### src/rtl/udp_rx_pkg.sv
package udp_rx_pkg;

  // basic widths
  typedef logic [7:0]  byte_t;
  typedef logic [47:0] mac_addr_t;
  typedef logic [31:0] ip_addr_t;
  typedef logic [15:0] udp_port_t;
  typedef logic [10:0] cpu_addr_t;

  // entries per FIFO
  localparam int PKT_FIFO_DEPTH  = 256;
  localparam int CTRL_FIFO_DEPTH = 4;

  // header lengths in bytes
  localparam int MAC_HDR_LEN = 14;
  localparam int IP_HDR_LEN  = 20;
  localparam int UDP_HDR_LEN = 8;

  localparam logic [15:0] ETHERTYPE_IPV4 = 16'h0800;
  localparam byte_t       IP_VER_IHL     = 8'h45;
  localparam byte_t       IP_PROTO_UDP   = 8'h11;

  typedef enum logic [2:0] {
    RX_IDLE,
    RX_MAC,
    RX_IP,
    RX_UDP,
    RX_DATA
  } rx_state_e;

  typedef enum logic [1:0] {
    RX_CPU_IDLE,
    RX_CPU_DATA,
    RX_CPU_VALIDATE,
    RX_CPU_HANDSHAKE
  } cpu_state_e;

  // one payload FIFO entry
  typedef struct packed {
    byte_t data;
    logic  eof;
  } rx_byte_t;

  // one control FIFO entry, source of the frame
  typedef struct packed {
    ip_addr_t  ip;
    udp_port_t port;
  } rx_src_t;

  typedef struct packed {
    logic      enable;
    mac_addr_t mac;
    ip_addr_t  ip;
    udp_port_t port;
  } rx_local_t;

  // parser result, aligned with the second byte stage
  typedef struct packed {
    logic app_ok;
    logic cpu_ok;
    logic in_data;
    logic first;
  } rx_verdict_t;

endpackage

### src/rtl/rx_app_writer.sv
module rx_app_writer (
  input  logic                    mac_clk,
  input  logic                    mac_rst,
  input  udp_rx_pkg::byte_t       rx_data,
  input  logic                    rx_dvld,
  input  udp_rx_pkg::rx_verdict_t verdict,
  input  udp_rx_pkg::rx_src_t     src,
  input  logic                    pkt_overflow,
  input  logic                    ctrl_overflow,
  input  logic                    app_flush,
  output logic                    pkt_wr,
  output udp_rx_pkg::rx_byte_t    pkt_din,
  output logic                    ctrl_wr,
  output udp_rx_pkg::rx_src_t     ctrl_din,
  output logic                    app_overrun
);

  import udp_rx_pkg::*;

  byte_t dly_data;
  logic  dly_dvld;
  logic  eof;
  logic  any_overflow;
  logic  blocked;

  // second byte stage, lines up with the verdict
  always_ff @(posedge mac_clk) begin
    dly_data <= rx_data;
  end

  always_ff @(posedge mac_clk) begin
    if (mac_rst) begin
      dly_dvld <= 1'b0;
    end else begin
      dly_dvld <= rx_dvld;
    end
  end

  // last byte when the stage behind it is empty
  assign eof = dly_dvld && !rx_dvld;

  assign any_overflow = pkt_overflow || ctrl_overflow;

  always_ff @(posedge mac_clk) begin
    if (mac_rst) begin
      app_overrun <= 1'b0;
    end else if (app_flush) begin
      app_overrun <= 1'b0;
    end else if (any_overflow) begin
      app_overrun <= 1'b1;
    end
  end

  // stay blocked until flushed and between frames, so no partial frame is written
  always_ff @(posedge mac_clk) begin
    if (mac_rst) begin
      blocked <= 1'b0;
    end else if (any_overflow) begin
      blocked <= 1'b1;
    end else if (blocked && !app_overrun && !rx_dvld && !dly_dvld) begin
      blocked <= 1'b0;
    end
  end

  assign pkt_din = '{data: dly_data, eof: eof};
  assign pkt_wr  = verdict.in_data && verdict.app_ok && !blocked;

  // source entry goes in once, alongside the first payload byte
  assign ctrl_din = src;
  assign ctrl_wr  = verdict.first && verdict.app_ok && !blocked;

endmodule

### src/rtl/rx_cpu_buffer.sv
module rx_cpu_buffer (
  input  logic                    mac_clk,
  input  logic                    mac_rst,
  input  udp_rx_pkg::byte_t       rx_data,
  input  logic                    rx_dvld,
  input  udp_rx_pkg::rx_verdict_t verdict,
  input  logic                    mac_rx_goodframe,
  input  logic                    mac_rx_badframe,
  input  logic                    cpu_ack,
  output udp_rx_pkg::cpu_addr_t   cpu_addr,
  output udp_rx_pkg::byte_t       cpu_wr_data,
  output logic                    cpu_wr_en,
  output udp_rx_pkg::cpu_addr_t   cpu_size,
  output logic                    cpu_ready,
  output logic                    cpu_buffer_sel
);

  import udp_rx_pkg::*;

  cpu_state_e state;
  byte_t      d_data;
  logic       d_dvld;
  cpu_addr_t  count;
  logic       invalid;
  logic       good_seen;
  logic       bad_seen;
  logic       frame_start;

  always_ff @(posedge mac_clk) begin
    d_data <= rx_data;
  end

  always_ff @(posedge mac_clk) begin
    if (mac_rst) begin
      d_dvld <= 1'b0;
    end else begin
      d_dvld <= rx_dvld;
    end
  end

  assign frame_start = rx_dvld && !d_dvld;

  always_ff @(posedge mac_clk) begin
    if (mac_rst) begin
      state          <= RX_CPU_IDLE;
      count          <= '0;
      invalid        <= 1'b0;
      good_seen      <= 1'b0;
      bad_seen       <= 1'b0;
      cpu_ready      <= 1'b0;
      cpu_buffer_sel <= 1'b0;
    end else begin
      case (state)
        RX_CPU_IDLE: begin
          count     <= '0;
          invalid   <= 1'b0;
          good_seen <= 1'b0;
          bad_seen  <= 1'b0;
          if (frame_start) begin
            state <= RX_CPU_DATA;
          end
        end
        RX_CPU_DATA: begin
          // the MAC status pulse can land before the last byte leaves the pipe
          if (mac_rx_goodframe) begin
            good_seen <= 1'b1;
          end
          if (mac_rx_badframe) begin
            bad_seen <= 1'b1;
          end
          if (d_dvld) begin
            count <= count + 1'b1;
            if (count == '1) begin
              invalid <= 1'b1;
            end
            // verdict is complete on the last byte
            if (!rx_dvld && !verdict.cpu_ok) begin
              invalid <= 1'b1;
            end
          end else begin
            state <= RX_CPU_VALIDATE;
          end
        end
        RX_CPU_VALIDATE: begin
          if (bad_seen || mac_rx_badframe || invalid) begin
            state <= RX_CPU_IDLE;
          end else if (good_seen || mac_rx_goodframe) begin
            state     <= RX_CPU_HANDSHAKE;
            cpu_ready <= 1'b1;
          end else if (frame_start) begin
            state <= RX_CPU_IDLE;
          end
        end
        default: begin
          if (cpu_ready && cpu_ack) begin
            cpu_ready      <= 1'b0;
            cpu_buffer_sel <= !cpu_buffer_sel;
          end else if (!cpu_ready && !cpu_ack) begin
            state <= RX_CPU_IDLE;
          end
        end
      endcase
    end
  end

  assign cpu_wr_en   = (state == RX_CPU_DATA) && d_dvld;
  assign cpu_addr    = count;
  assign cpu_wr_data = d_data;
  assign cpu_size    = count;

endmodule

### src/rtl/rx_header_parser.sv
module rx_header_parser (
  input  logic                    mac_clk,
  input  logic                    mac_rst,
  input  udp_rx_pkg::byte_t       mac_rx_data,
  input  logic                    mac_rx_dvld,
  input  udp_rx_pkg::rx_local_t   local_cfg,
  input  logic                    cpu_promiscuous,
  output udp_rx_pkg::byte_t       rx_data,
  output logic                    rx_dvld,
  output udp_rx_pkg::rx_verdict_t verdict,
  output udp_rx_pkg::rx_src_t     src
);

  import udp_rx_pkg::*;

  rx_state_e  state;
  logic [4:0] off;
  logic       frame_start;
  logic       dst_local;
  logic       dst_bcast;
  logic       mac_ok;
  logic       hdr_ok;
  logic       hdr_done;
  logic       app_ok;
  logic       in_data_q;
  logic       first_q;

  // byte idx counts from the least significant byte of the field
  function automatic byte_t field_byte(input logic [47:0] field, input int idx);
    return byte_t'(field >> (8 * idx));
  endfunction

  assign frame_start = (state == RX_IDLE) && mac_rx_dvld;

  always_ff @(posedge mac_clk) begin
    rx_data <= mac_rx_data;
  end

  always_ff @(posedge mac_clk) begin
    if (mac_rst) begin
      rx_dvld <= 1'b0;
    end else begin
      rx_dvld <= mac_rx_dvld;
    end
  end

  // state and offset describe the byte now held in rx_data
  always_ff @(posedge mac_clk) begin
    if (mac_rst || !mac_rx_dvld) begin
      state <= RX_IDLE;
      off   <= '0;
    end else begin
      off <= off + 1'b1;
      case (state)
        RX_IDLE: begin
          state <= RX_MAC;
          off   <= '0;
        end
        RX_MAC: begin
          if (off == MAC_HDR_LEN - 1) begin
            state <= RX_IP;
            off   <= '0;
          end
        end
        RX_IP: begin
          if (off == IP_HDR_LEN - 1) begin
            state <= RX_UDP;
            off   <= '0;
          end
        end
        RX_UDP: begin
          if (off == UDP_HDR_LEN - 1) begin
            state <= RX_DATA;
            off   <= '0;
          end
        end
        default: begin
          off <= '0;
        end
      endcase
    end
  end

  // accept flags hold after the frame until the next one starts
  always_ff @(posedge mac_clk) begin
    if (mac_rst) begin
      dst_local <= 1'b0;
      dst_bcast <= 1'b0;
      hdr_ok    <= 1'b0;
      hdr_done  <= 1'b0;
    end else if (frame_start) begin
      dst_local <= 1'b1;
      dst_bcast <= 1'b1;
      hdr_ok    <= local_cfg.enable;
      hdr_done  <= 1'b0;
    end else begin
      case (state)
        RX_MAC: begin
          // destination address, all six bytes local or all six broadcast
          if (off <= 5 && rx_data != field_byte(local_cfg.mac, 5 - int'(off))) begin
            dst_local <= 1'b0;
          end
          if (off <= 5 && rx_data != 8'hff) begin
            dst_bcast <= 1'b0;
          end
          if (off == 12 && rx_data != ETHERTYPE_IPV4[15:8]) begin
            hdr_ok <= 1'b0;
          end
          if (off == 13 && rx_data != ETHERTYPE_IPV4[7:0]) begin
            hdr_ok <= 1'b0;
          end
        end
        RX_IP: begin
          if (off == 0 && rx_data != IP_VER_IHL) begin
            hdr_ok <= 1'b0;
          end
          if (off == 9 && rx_data != IP_PROTO_UDP) begin
            hdr_ok <= 1'b0;
          end
          if (off >= 16 && rx_data != field_byte(48'(local_cfg.ip), 19 - int'(off))) begin
            hdr_ok <= 1'b0;
          end
        end
        RX_UDP: begin
          if ((off == 2 || off == 3) &&
              rx_data != field_byte(48'(local_cfg.port), 3 - int'(off))) begin
            hdr_ok <= 1'b0;
          end
          if (off == UDP_HDR_LEN - 1) begin
            hdr_done <= 1'b1;
          end
        end
        default: begin
        end
      endcase
    end
  end

  // source address and port shift in msb first
  always_ff @(posedge mac_clk) begin
    if (state == RX_IP && off >= 12 && off <= 15) begin
      src.ip <= {src.ip[23:0], rx_data};
    end
    if (state == RX_UDP && off <= 1) begin
      src.port <= {src.port[7:0], rx_data};
    end
  end

  always_ff @(posedge mac_clk) begin
    if (mac_rst) begin
      in_data_q <= 1'b0;
      first_q   <= 1'b0;
    end else begin
      in_data_q <= (state == RX_DATA);
      first_q   <= (state == RX_DATA) && !in_data_q;
    end
  end

  assign mac_ok  = dst_local || dst_bcast;
  assign app_ok  = hdr_done && mac_ok && hdr_ok;
  assign verdict = '{
    app_ok:  app_ok,
    cpu_ok:  (mac_ok || cpu_promiscuous) && !app_ok,
    in_data: in_data_q,
    first:   first_q
  };

endmodule

### src/rtl/rx_sync_fifo.sv
module rx_sync_fifo #(
  parameter type entry_t = logic [7:0],
  parameter int  DEPTH   = 16
) (
  input  logic   mac_clk,
  input  logic   mac_rst,
  input  logic   flush,
  input  logic   wr_en,
  input  entry_t din,
  input  logic   rd_en,
  output entry_t dout,
  output logic   empty,
  output logic   overflow
);

  localparam int PTR_W = (DEPTH > 1) ? $clog2(DEPTH) : 1;
  localparam int CNT_W = $clog2(DEPTH + 1);

  entry_t           mem [DEPTH];
  logic [PTR_W-1:0] wr_ptr;
  logic [PTR_W-1:0] rd_ptr;
  logic [CNT_W-1:0] count;
  logic             full;
  logic             do_wr;
  logic             do_rd;

  // wraps at DEPTH so that depths other than powers of two work too
  function automatic logic [PTR_W-1:0] ptr_next(input logic [PTR_W-1:0] ptr);
    if (ptr == PTR_W'(DEPTH - 1)) begin
      return '0;
    end
    return ptr + 1'b1;
  endfunction

  assign empty    = (count == '0);
  assign full     = (count == CNT_W'(DEPTH));
  assign do_wr    = wr_en && !full;
  assign do_rd    = rd_en && !empty;
  assign overflow = wr_en && full;

  // show-ahead, head entry is always on dout
  assign dout = mem[rd_ptr];

  always_ff @(posedge mac_clk) begin
    if (do_wr) begin
      mem[wr_ptr] <= din;
    end
  end

  always_ff @(posedge mac_clk) begin
    if (mac_rst || flush) begin
      wr_ptr <= '0;
      rd_ptr <= '0;
      count  <= '0;
    end else begin
      if (do_wr) begin
        wr_ptr <= ptr_next(wr_ptr);
      end
      if (do_rd) begin
        rd_ptr <= ptr_next(rd_ptr);
      end
      case ({do_wr, do_rd})
        2'b10:   count <= count + 1'b1;
        2'b01:   count <= count - 1'b1;
        default: count <= count;
      endcase
    end
  end

endmodule

### src/rtl/udp_rx.sv
module udp_rx (
  input  logic                  mac_clk,
  input  logic                  mac_rst,
  input  udp_rx_pkg::byte_t     mac_rx_data,
  input  logic                  mac_rx_dvld,
  input  logic                  mac_rx_goodframe,
  input  logic                  mac_rx_badframe,
  input  logic                  local_enable,
  input  udp_rx_pkg::mac_addr_t local_mac,
  input  udp_rx_pkg::ip_addr_t  local_ip,
  input  udp_rx_pkg::udp_port_t local_port,
  input  logic                  cpu_promiscuous,
  output udp_rx_pkg::byte_t     app_data,
  output logic                  app_dvld,
  output logic                  app_eof,
  output udp_rx_pkg::ip_addr_t  app_srcip,
  output udp_rx_pkg::udp_port_t app_srcport,
  output logic                  app_overrun,
  input  logic                  app_ack,
  input  logic                  app_flush,
  output udp_rx_pkg::cpu_addr_t cpu_addr,
  output udp_rx_pkg::byte_t     cpu_wr_data,
  output logic                  cpu_wr_en,
  output udp_rx_pkg::cpu_addr_t cpu_size,
  output logic                  cpu_ready,
  output logic                  cpu_buffer_sel,
  input  logic                  cpu_ack
);

  import udp_rx_pkg::*;

  rx_local_t   local_cfg;
  byte_t       rx_data;
  logic        rx_dvld;
  rx_verdict_t verdict;
  rx_src_t     src;

  logic        pkt_wr;
  rx_byte_t    pkt_din;
  rx_byte_t    pkt_dout;
  logic        pkt_rd;
  logic        pkt_empty;
  logic        pkt_overflow;

  logic        ctrl_wr;
  rx_src_t     ctrl_din;
  rx_src_t     ctrl_dout;
  logic        ctrl_rd;
  logic        ctrl_empty;
  logic        ctrl_overflow;

  assign local_cfg = '{enable: local_enable, mac: local_mac, ip: local_ip, port: local_port};

  rx_header_parser parser_i (
    .mac_clk         (mac_clk),
    .mac_rst         (mac_rst),
    .mac_rx_data     (mac_rx_data),
    .mac_rx_dvld     (mac_rx_dvld),
    .local_cfg       (local_cfg),
    .cpu_promiscuous (cpu_promiscuous),
    .rx_data         (rx_data),
    .rx_dvld         (rx_dvld),
    .verdict         (verdict),
    .src             (src)
  );

  rx_app_writer writer_i (
    .mac_clk       (mac_clk),
    .mac_rst       (mac_rst),
    .rx_data       (rx_data),
    .rx_dvld       (rx_dvld),
    .verdict       (verdict),
    .src           (src),
    .pkt_overflow  (pkt_overflow),
    .ctrl_overflow (ctrl_overflow),
    .app_flush     (app_flush),
    .pkt_wr        (pkt_wr),
    .pkt_din       (pkt_din),
    .ctrl_wr       (ctrl_wr),
    .ctrl_din      (ctrl_din),
    .app_overrun   (app_overrun)
  );

  rx_sync_fifo #(.entry_t(rx_byte_t), .DEPTH(PKT_FIFO_DEPTH)) pkt_fifo_i (
    .mac_clk  (mac_clk),
    .mac_rst  (mac_rst),
    .flush    (app_flush),
    .wr_en    (pkt_wr),
    .din      (pkt_din),
    .rd_en    (pkt_rd),
    .dout     (pkt_dout),
    .empty    (pkt_empty),
    .overflow (pkt_overflow)
  );

  rx_sync_fifo #(.entry_t(rx_src_t), .DEPTH(CTRL_FIFO_DEPTH)) ctrl_fifo_i (
    .mac_clk  (mac_clk),
    .mac_rst  (mac_rst),
    .flush    (app_flush),
    .wr_en    (ctrl_wr),
    .din      (ctrl_din),
    .rd_en    (ctrl_rd),
    .dout     (ctrl_dout),
    .empty    (ctrl_empty),
    .overflow (ctrl_overflow)
  );

  rx_cpu_buffer cpu_buf_i (
    .mac_clk          (mac_clk),
    .mac_rst          (mac_rst),
    .rx_data          (rx_data),
    .rx_dvld          (rx_dvld),
    .verdict          (verdict),
    .mac_rx_goodframe (mac_rx_goodframe),
    .mac_rx_badframe  (mac_rx_badframe),
    .cpu_ack          (cpu_ack),
    .cpu_addr         (cpu_addr),
    .cpu_wr_data      (cpu_wr_data),
    .cpu_wr_en        (cpu_wr_en),
    .cpu_size         (cpu_size),
    .cpu_ready        (cpu_ready),
    .cpu_buffer_sel   (cpu_buffer_sel)
  );

  assign app_dvld    = !pkt_empty;
  assign app_data    = pkt_dout.data;
  assign app_eof     = pkt_dout.eof;
  assign app_srcip   = ctrl_dout.ip;
  assign app_srcport = ctrl_dout.port;

  // source entry leaves with the last payload byte of its frame
  assign pkt_rd  = app_ack && app_dvld;
  assign ctrl_rd = pkt_rd && app_eof && !ctrl_empty;

endmodule

### config.mk
export PLATFORM = sky130hd
export DESIGN_NAME = udp_rx
export DESIGN_NICKNAME = d
export VERILOG_FILES = /design/src/rtl/udp_rx_pkg.sv /design/src/rtl/rx_app_writer.sv /design/src/rtl/rx_cpu_buffer.sv /design/src/rtl/rx_header_parser.sv /design/src/rtl/rx_sync_fifo.sv /design/src/rtl/udp_rx.sv
export SDC_FILE = /design/constraint.sdc
export NUM_CORES = 2
export LEC_CHECK = 0
export BUFFER_PORTS_ARGS = -buffer_cell sky130_fd_sc_hd__clkbuf_2
export CAP_MARGIN = 20
export CELL_PAD_IN_SITES_DETAIL_PLACEMENT = 1
export CELL_PAD_IN_SITES_GLOBAL_PLACEMENT = 1
export CORE_AREA = 2 2 424 426
export CTS_BUF_LIST = sky130_fd_sc_hd__clkbuf_4 sky130_fd_sc_hd__clkbuf_8 sky130_fd_sc_hd__clkbuf_16
export DETAILED_ROUTE_END_ITERATION = 10
export DIE_AREA = 0 0 426 428
export PLACE_DENSITY_LB_ADDON = 0.1
export SYNTH_ARGS = -nofsm -noshare
export SYNTH_HDL_FRONTEND = slang
export SYNTH_SLANG_ARGS = --single-unit
### constraint.sdc
create_clock -name mac_clk -period 18.1 [get_ports mac_clk]
set_input_delay 1.81 -clock mac_clk [delete_from_list [all_inputs] [get_ports mac_clk]]
set_output_delay 1.81 -clock mac_clk [all_outputs]
set_load 0.005 [all_outputs]
# Yosys cells after proc, flatten, opt, wreduce, memory -nomap -nowiden
# Memories as Yosys holds them, arrays and structs flattened. A register that Yosys moved wholly into a read port is not among the register bits.
# Index checks and enable logic that the tools add are counted.
# classes
add_sub_neg,13
mul,0
n_div,0
magnitude_cmp,5
n_eq_ne,47
shift,3
muxes,76
bitwise,2
reduce_logical,95
# ops
operator,n
8-bit 2-to-1 mux,6
48-bit by 32-bit >> shifter with 8-bit output,1
1-bit 2-to-1 mux,39
1-bit logical AND,38
16-bit by 32-bit >> shifter with 8-bit output,1
32-bit by 32-bit >> shifter with 8-bit output,1
2-bit 2-to-1 mux,13
8-bit != test,3
11-bit one-hot mux with 2 select lines,1
9-bit one-hot mux with 2 select lines,1
"8-bit by 1-bit adder with 8-bit output, second input constant",2
"8-bit == test, second input constant",2
2-bit nonzero test,8
"5-bit by 4-bit == test with 1-bit output, second input constant",3
1-bit zero test,15
5-bit 2-to-1 mux,3
5-bit one-hot mux with 3 select lines,1
2-bit AND reduction,7
3-bit one-hot mux with 4 select lines,1
4-bit AND reduction,3
4-bit nonzero test,3
"11-bit by 1-bit adder with 11-bit output, second input constant",1
"11-bit == test, second input constant",1
11-bit 2-to-1 mux,1
49 further kinds,86
# word_totals
ff_bits,132
latchBits,0
ramBits,2496
mem_bits_ro,0
output_inout_bits,92
word_cells,272
mem_count,2
# mem_list
name,depth,word_bits,read_ports,rd_clocked_by_memory_dff,write_ports,line,rtl
pkt_fifo_i.mem,256,9,1,1,1,rx_sync_fifo.sv:19,entry_t mem [DEPTH];
ctrl_fifo_i.mem,4,48,1,1,1,rx_sync_fifo.sv:19,

# Longest topological paths before layout
# depth
word_depth,11
depth_mapped,18

# Cells and area by module
# From an unflattened synthesis, not the netlist that was laid out.
# unflattened
cells_unflattened,5309
area_unflattened_um2,104221.2
# modules_own_cells
mod,instances,cells_per_inst,area_each_um2
rx_sync_fifo (pkt_fifo_i),1,4440,90857.1
rx_sync_fifo (ctrl_fifo_i),1,306,7408.4
rx_header_parser,1,366,4112.7
rx_cpu_buffer,1,125,1173.6
rx_app_writer,1,69,644.4
udp_rx,1,3,25.0

# Least setup slack after synthesis
# Ideal clock, no wire load.
# synth_timing
path_type,register -> register
startpoint,reg writer_i.dly_dvld
endpoint,"mem pkt_fifo_i.mem[0][0] (netlist name), data pin"
setup_ns,1.388
t_arrival_ns,6.319
setup_slack_ns,10.393
stages_incl_launch_ff,3
path_buffers,0
period_less_slack_ns,7.707
path_cell_list,dfxtp_1 > inv_1 > nor2_1
# synth_between
elab_chain_len,1
# synth_rtl
item,line,rtl
from (decl),rx_app_writer.sv:21,logic dly_dvld;
from (signal assigned),rx_app_writer.sv:35,dly_dvld <= rx_dvld;
1-bit logical AND,rx_app_writer.sv:40,assign eof = dly_dvld && !rx_dvld;
via writer_i.eof,rx_app_writer.sv:22,logic eof;
to (decl),rx_sync_fifo.sv:19,
# The timed path passes the listed nets, and every way through them passes these cells.

==> reports/results.ini <==
[logic_synthesis]
synth_top_flop_cell = edfxtp_1
yosysSeqAreaShare = 0.762
synth.cell_area_sq_mm = 0.103
yosys.area.top_type = edfxtp_1
synth_edf_count = 2544
synth_seq_cells = 2638
synthAdderAreaFrac = 0.00478
syn_nets = 4767
postSynthCellCount = 4615
synth-simple-area-share = 0.0242
yosysWarnings = 0
synth-compound-area-share = 0.0128
synth_top_area_share = 0.744
async_reset_ff_frac = 0
ys_top_cells_by_area = edfxtp_1 74%, mux4_2 17%, dfxtp_1 1.8%, nor2_1 1.3%, clkbuf_1 0.49%
synth_top_family_by_area = multiplexers
synth-xor-area-share = 0.00298
synth_area_per_cell_sq_um = 22.3
synthMuxAreaShare = 0.179
synth_cell_types = 67

[placement]
place_area_sq_mm = 0.107
place.gp.congestion = 0.814
port_buffers = 205
dpl.hpwl_um = 158000

[pwr]
combPwrFrac = 0.011
pwr-share-seq = 0.538
switching_share = 0.192
powerDensity_mw_per_mm2 = 107
p_int_uw = 10100
p_clk_frac = 0.451
power.switching_uw = 2390
p_leak_uw = 0.0360
ir_drop_mv = 0.0985

[hold_path]
hp-start = parser_i.in_data_q$_SDFF_PP0_
hold_class = reg -> reg

[critical_path]
end_kind = output port
crit_path_start_kind = register
critical_path_required_ns = 16.29
cp.arrival_ns = 6.53
worst-setup-path-type = reg -> out
crit_path_max_fanout = 103

[global_route]
grt_max_degree = 239
grt_pass1_vias = 52400
grt.overflow.total = 0
track_usage = 0.290
antenna_found_initial = 6
grt_pass1_wl_um = 377000

[cts]
max-clock-path-buffers = 4
post-cts-setup-buffers = 0
ctsHtreeMaxLevel = 5
cts_resized = 0
cts.sink_count = 2638
clock_latency_ns = 0.93
clock-root-buffer = clkbuf_16
clkSlewWorstSetupHoldPaths_ns = 0.06
cts_tree = yes
cts_hold_buf = 0
cts_made_buffers = 280

[floorplan]
rows = 155
die_area_sq_mm = 0.182
start_util = 0.578
core_area_sq_mm = 0.178
io_pins = 206
die_x_um = 426
die_h_um = 428

[routing]
antenna_left = 0
dr.pass1.iters = 6
routed_wl_um = 260000
wl_per_cell_um = 34.3
via_per_inst = 6.60
drc = 0
first_iter_violations = 6057
vias = 50000

[sta]
fin_setup_tns_ns = 0
setup_viol = 0
min_period_ns = 8.34
hold_slack_ns = 0.452
relSlewSlack = 0.228
tightest_slew_ns = 1.15
max_clock_freq_ghz = 0.120
drv_slew = 0
rsz0062_at_grt = false
hold_violations = 0
fin_worst_skew_ns = 0.0480
post-route-period-util = 0.461

[status]
status = completed

[cells_and_area]
final_area_sq_mm = 0.116
antenna_cells = 0
final_layout_size_suffix_gt1_frac = 0.320
nNetsFinal = 5179
syn_to_final_growth_pct = 13.1

[job]
drv_cap = 0

==> per-layer routing <==
layer,vias to the layer above,part of all wire,track usage
met2,2296,0.50,0.464
li1,20200,-,-
met1,27100,0.40,0.418
met5,-,0.000058,0
met4,2,0.027,0.0832
met3,398,0.075,0.0486
==> layout make-up <==
type	count	area (sq um)
sequential	2638	78300
timing repair buffer	394	2710
inverter	36	143
multi-input combinational	1677	23100
clock buffer	351	7760
tap	2355	2950
fill	14100	61500
clock inverter	125	1170
==> critical path: stages, from the launching register on <==
cell	delay, ns
dfxtp_4	0.81
buf_12	0.61
buf_4	0.91
mux4_2	0.60
mux4_2	0.54
mux4_2	0.57
a22oi_1	0.74
nand2_1	0.35
clkbuf_2	0.22
==> cell families (layout without fill, tap and decap cells) <==
kind of cell	Yosys count	count (layout)
flops	2638	2638
fa+ha+maj	38	38
compound gates	194	194
simple gates	566	566
buf+inv	300	906
xor+xnor	35	35
mux	844	844
==> state kept, by name (all words and copies together) (netlist names), 2 cells and up, named ones only <==
name,count
cpu_buf_i.state,2
ctrl_fifo_i.wr_ptr,2
pkt_fifo_i.mem,2304
parser_i.rx_data,8
pkt_fifo_i.wr_ptr,8
pkt_fifo_i.rd_ptr,8
parser_i.off,5
parser_i.state,3
pkt_fifo_i.count,9
parser_i.src,48
ctrl_fifo_i.mem,192
cpu_buf_i.cpu_addr,11
ctrl_fifo_i.rd_ptr,2
cpu_buf_i.cpu_wr_data,8
ctrl_fifo_i.count,3
==> power by group through the flow <==
stage | Clock (uW) | Combinational, uW | Sequential [uW]
after CTS | 5680 | 129 | 6700
after global placement | 0 | 121 | 6830
after global routing | 5900 | 143 | 6700
after detailed placement | 0 | 129 | 6830
after floorplan | 0 | 36.3 | 6870
final | 5620 | 131 | 6700
==> worst paths after layout <==
check,slack (ns),end,cells past startpoint
worst max register to register,11.87,ctrl_fifo_i.count[2]$_SDFFE_PP0P_,16
worst min register to register,0.45,parser_i.first_q$_SDFF_PP0_,1
worst min-delay path,0.45,parser_i.first_q$_SDFF_PP0_,1
worst max-delay path,9.76,app_data[0],8
==> synthesized netlist by cell type (3+ instances only) <==
cell,number
xor2_1,18
mux2i_1,34
o31ai_1,4
buf_1,39
o211ai_1,5
nor2b_1,19
nor4bb_1,4
xnor2_1,17
a21oi_1,49
or4_1,4
buf_6,14
nand2_1,61
a221oi_1,4
clkinv_1,3
and3_1,8
and2_1,10
or3_1,5
a2111oi_0,3
a311oi_1,12
buf_4,41
nor4_1,4
mux4_2,794
clkbuf_1,135
a22oi_1,35
inv_1,33
ha_1,36
nor4b_1,3
o31a_1,3
mux2_2,16
nor3_1,17
dfxtp_1,94
o32ai_1,8
o21bai_1,5
nor3b_1,12
buf_2,35
nand3_1,44
edfxtp_1,2544
nor2_1,353
a41oi_1,4
o21ai_0,28
nand2b_1,3
nand4_1,11
a31oi_1,14
==> placed cells by master, fill, tap and decap left out, drive strengths merged, types with 19 or more instances in the layout <==
cell type  netlist  layout
nor2b           19      19
inv             33      33
ha              36      36
buf            129     186
mux2i           34      34
clkbuf         135     559
a21oi           49      49
dfxtp           94      94
clkinv           3     100
a22oi           35      35
nand3           44      44
edfxtp        2544    2544
bufinv           0      23
nor2           353     353
o21ai           29      29
mux4           794     794
nand2           61      61
==> through the flow <==
| step | utilization | power (uW) | std cells | worst slack, ns |
|---|---|---|---|---|
| 6_report | 0.654 | 12400 | 7576 | 9.76 |
| 5_1_grt | 0.654 | 12700 | 7576 | 9.33 |
| 4_1_cts | 0.652 | 12500 | 7540 | 9.54 |
| 3_5_place_dp | 0.601 | 6960 | 7064 | 10.55 |
| 3_3_place_gp | 0.600 | 6950 | 7036 | 10.51 |
| 2_1_floorplan | - | 6900 | 4615 | 10.39 |
Power figures use the tool's default switching activity.
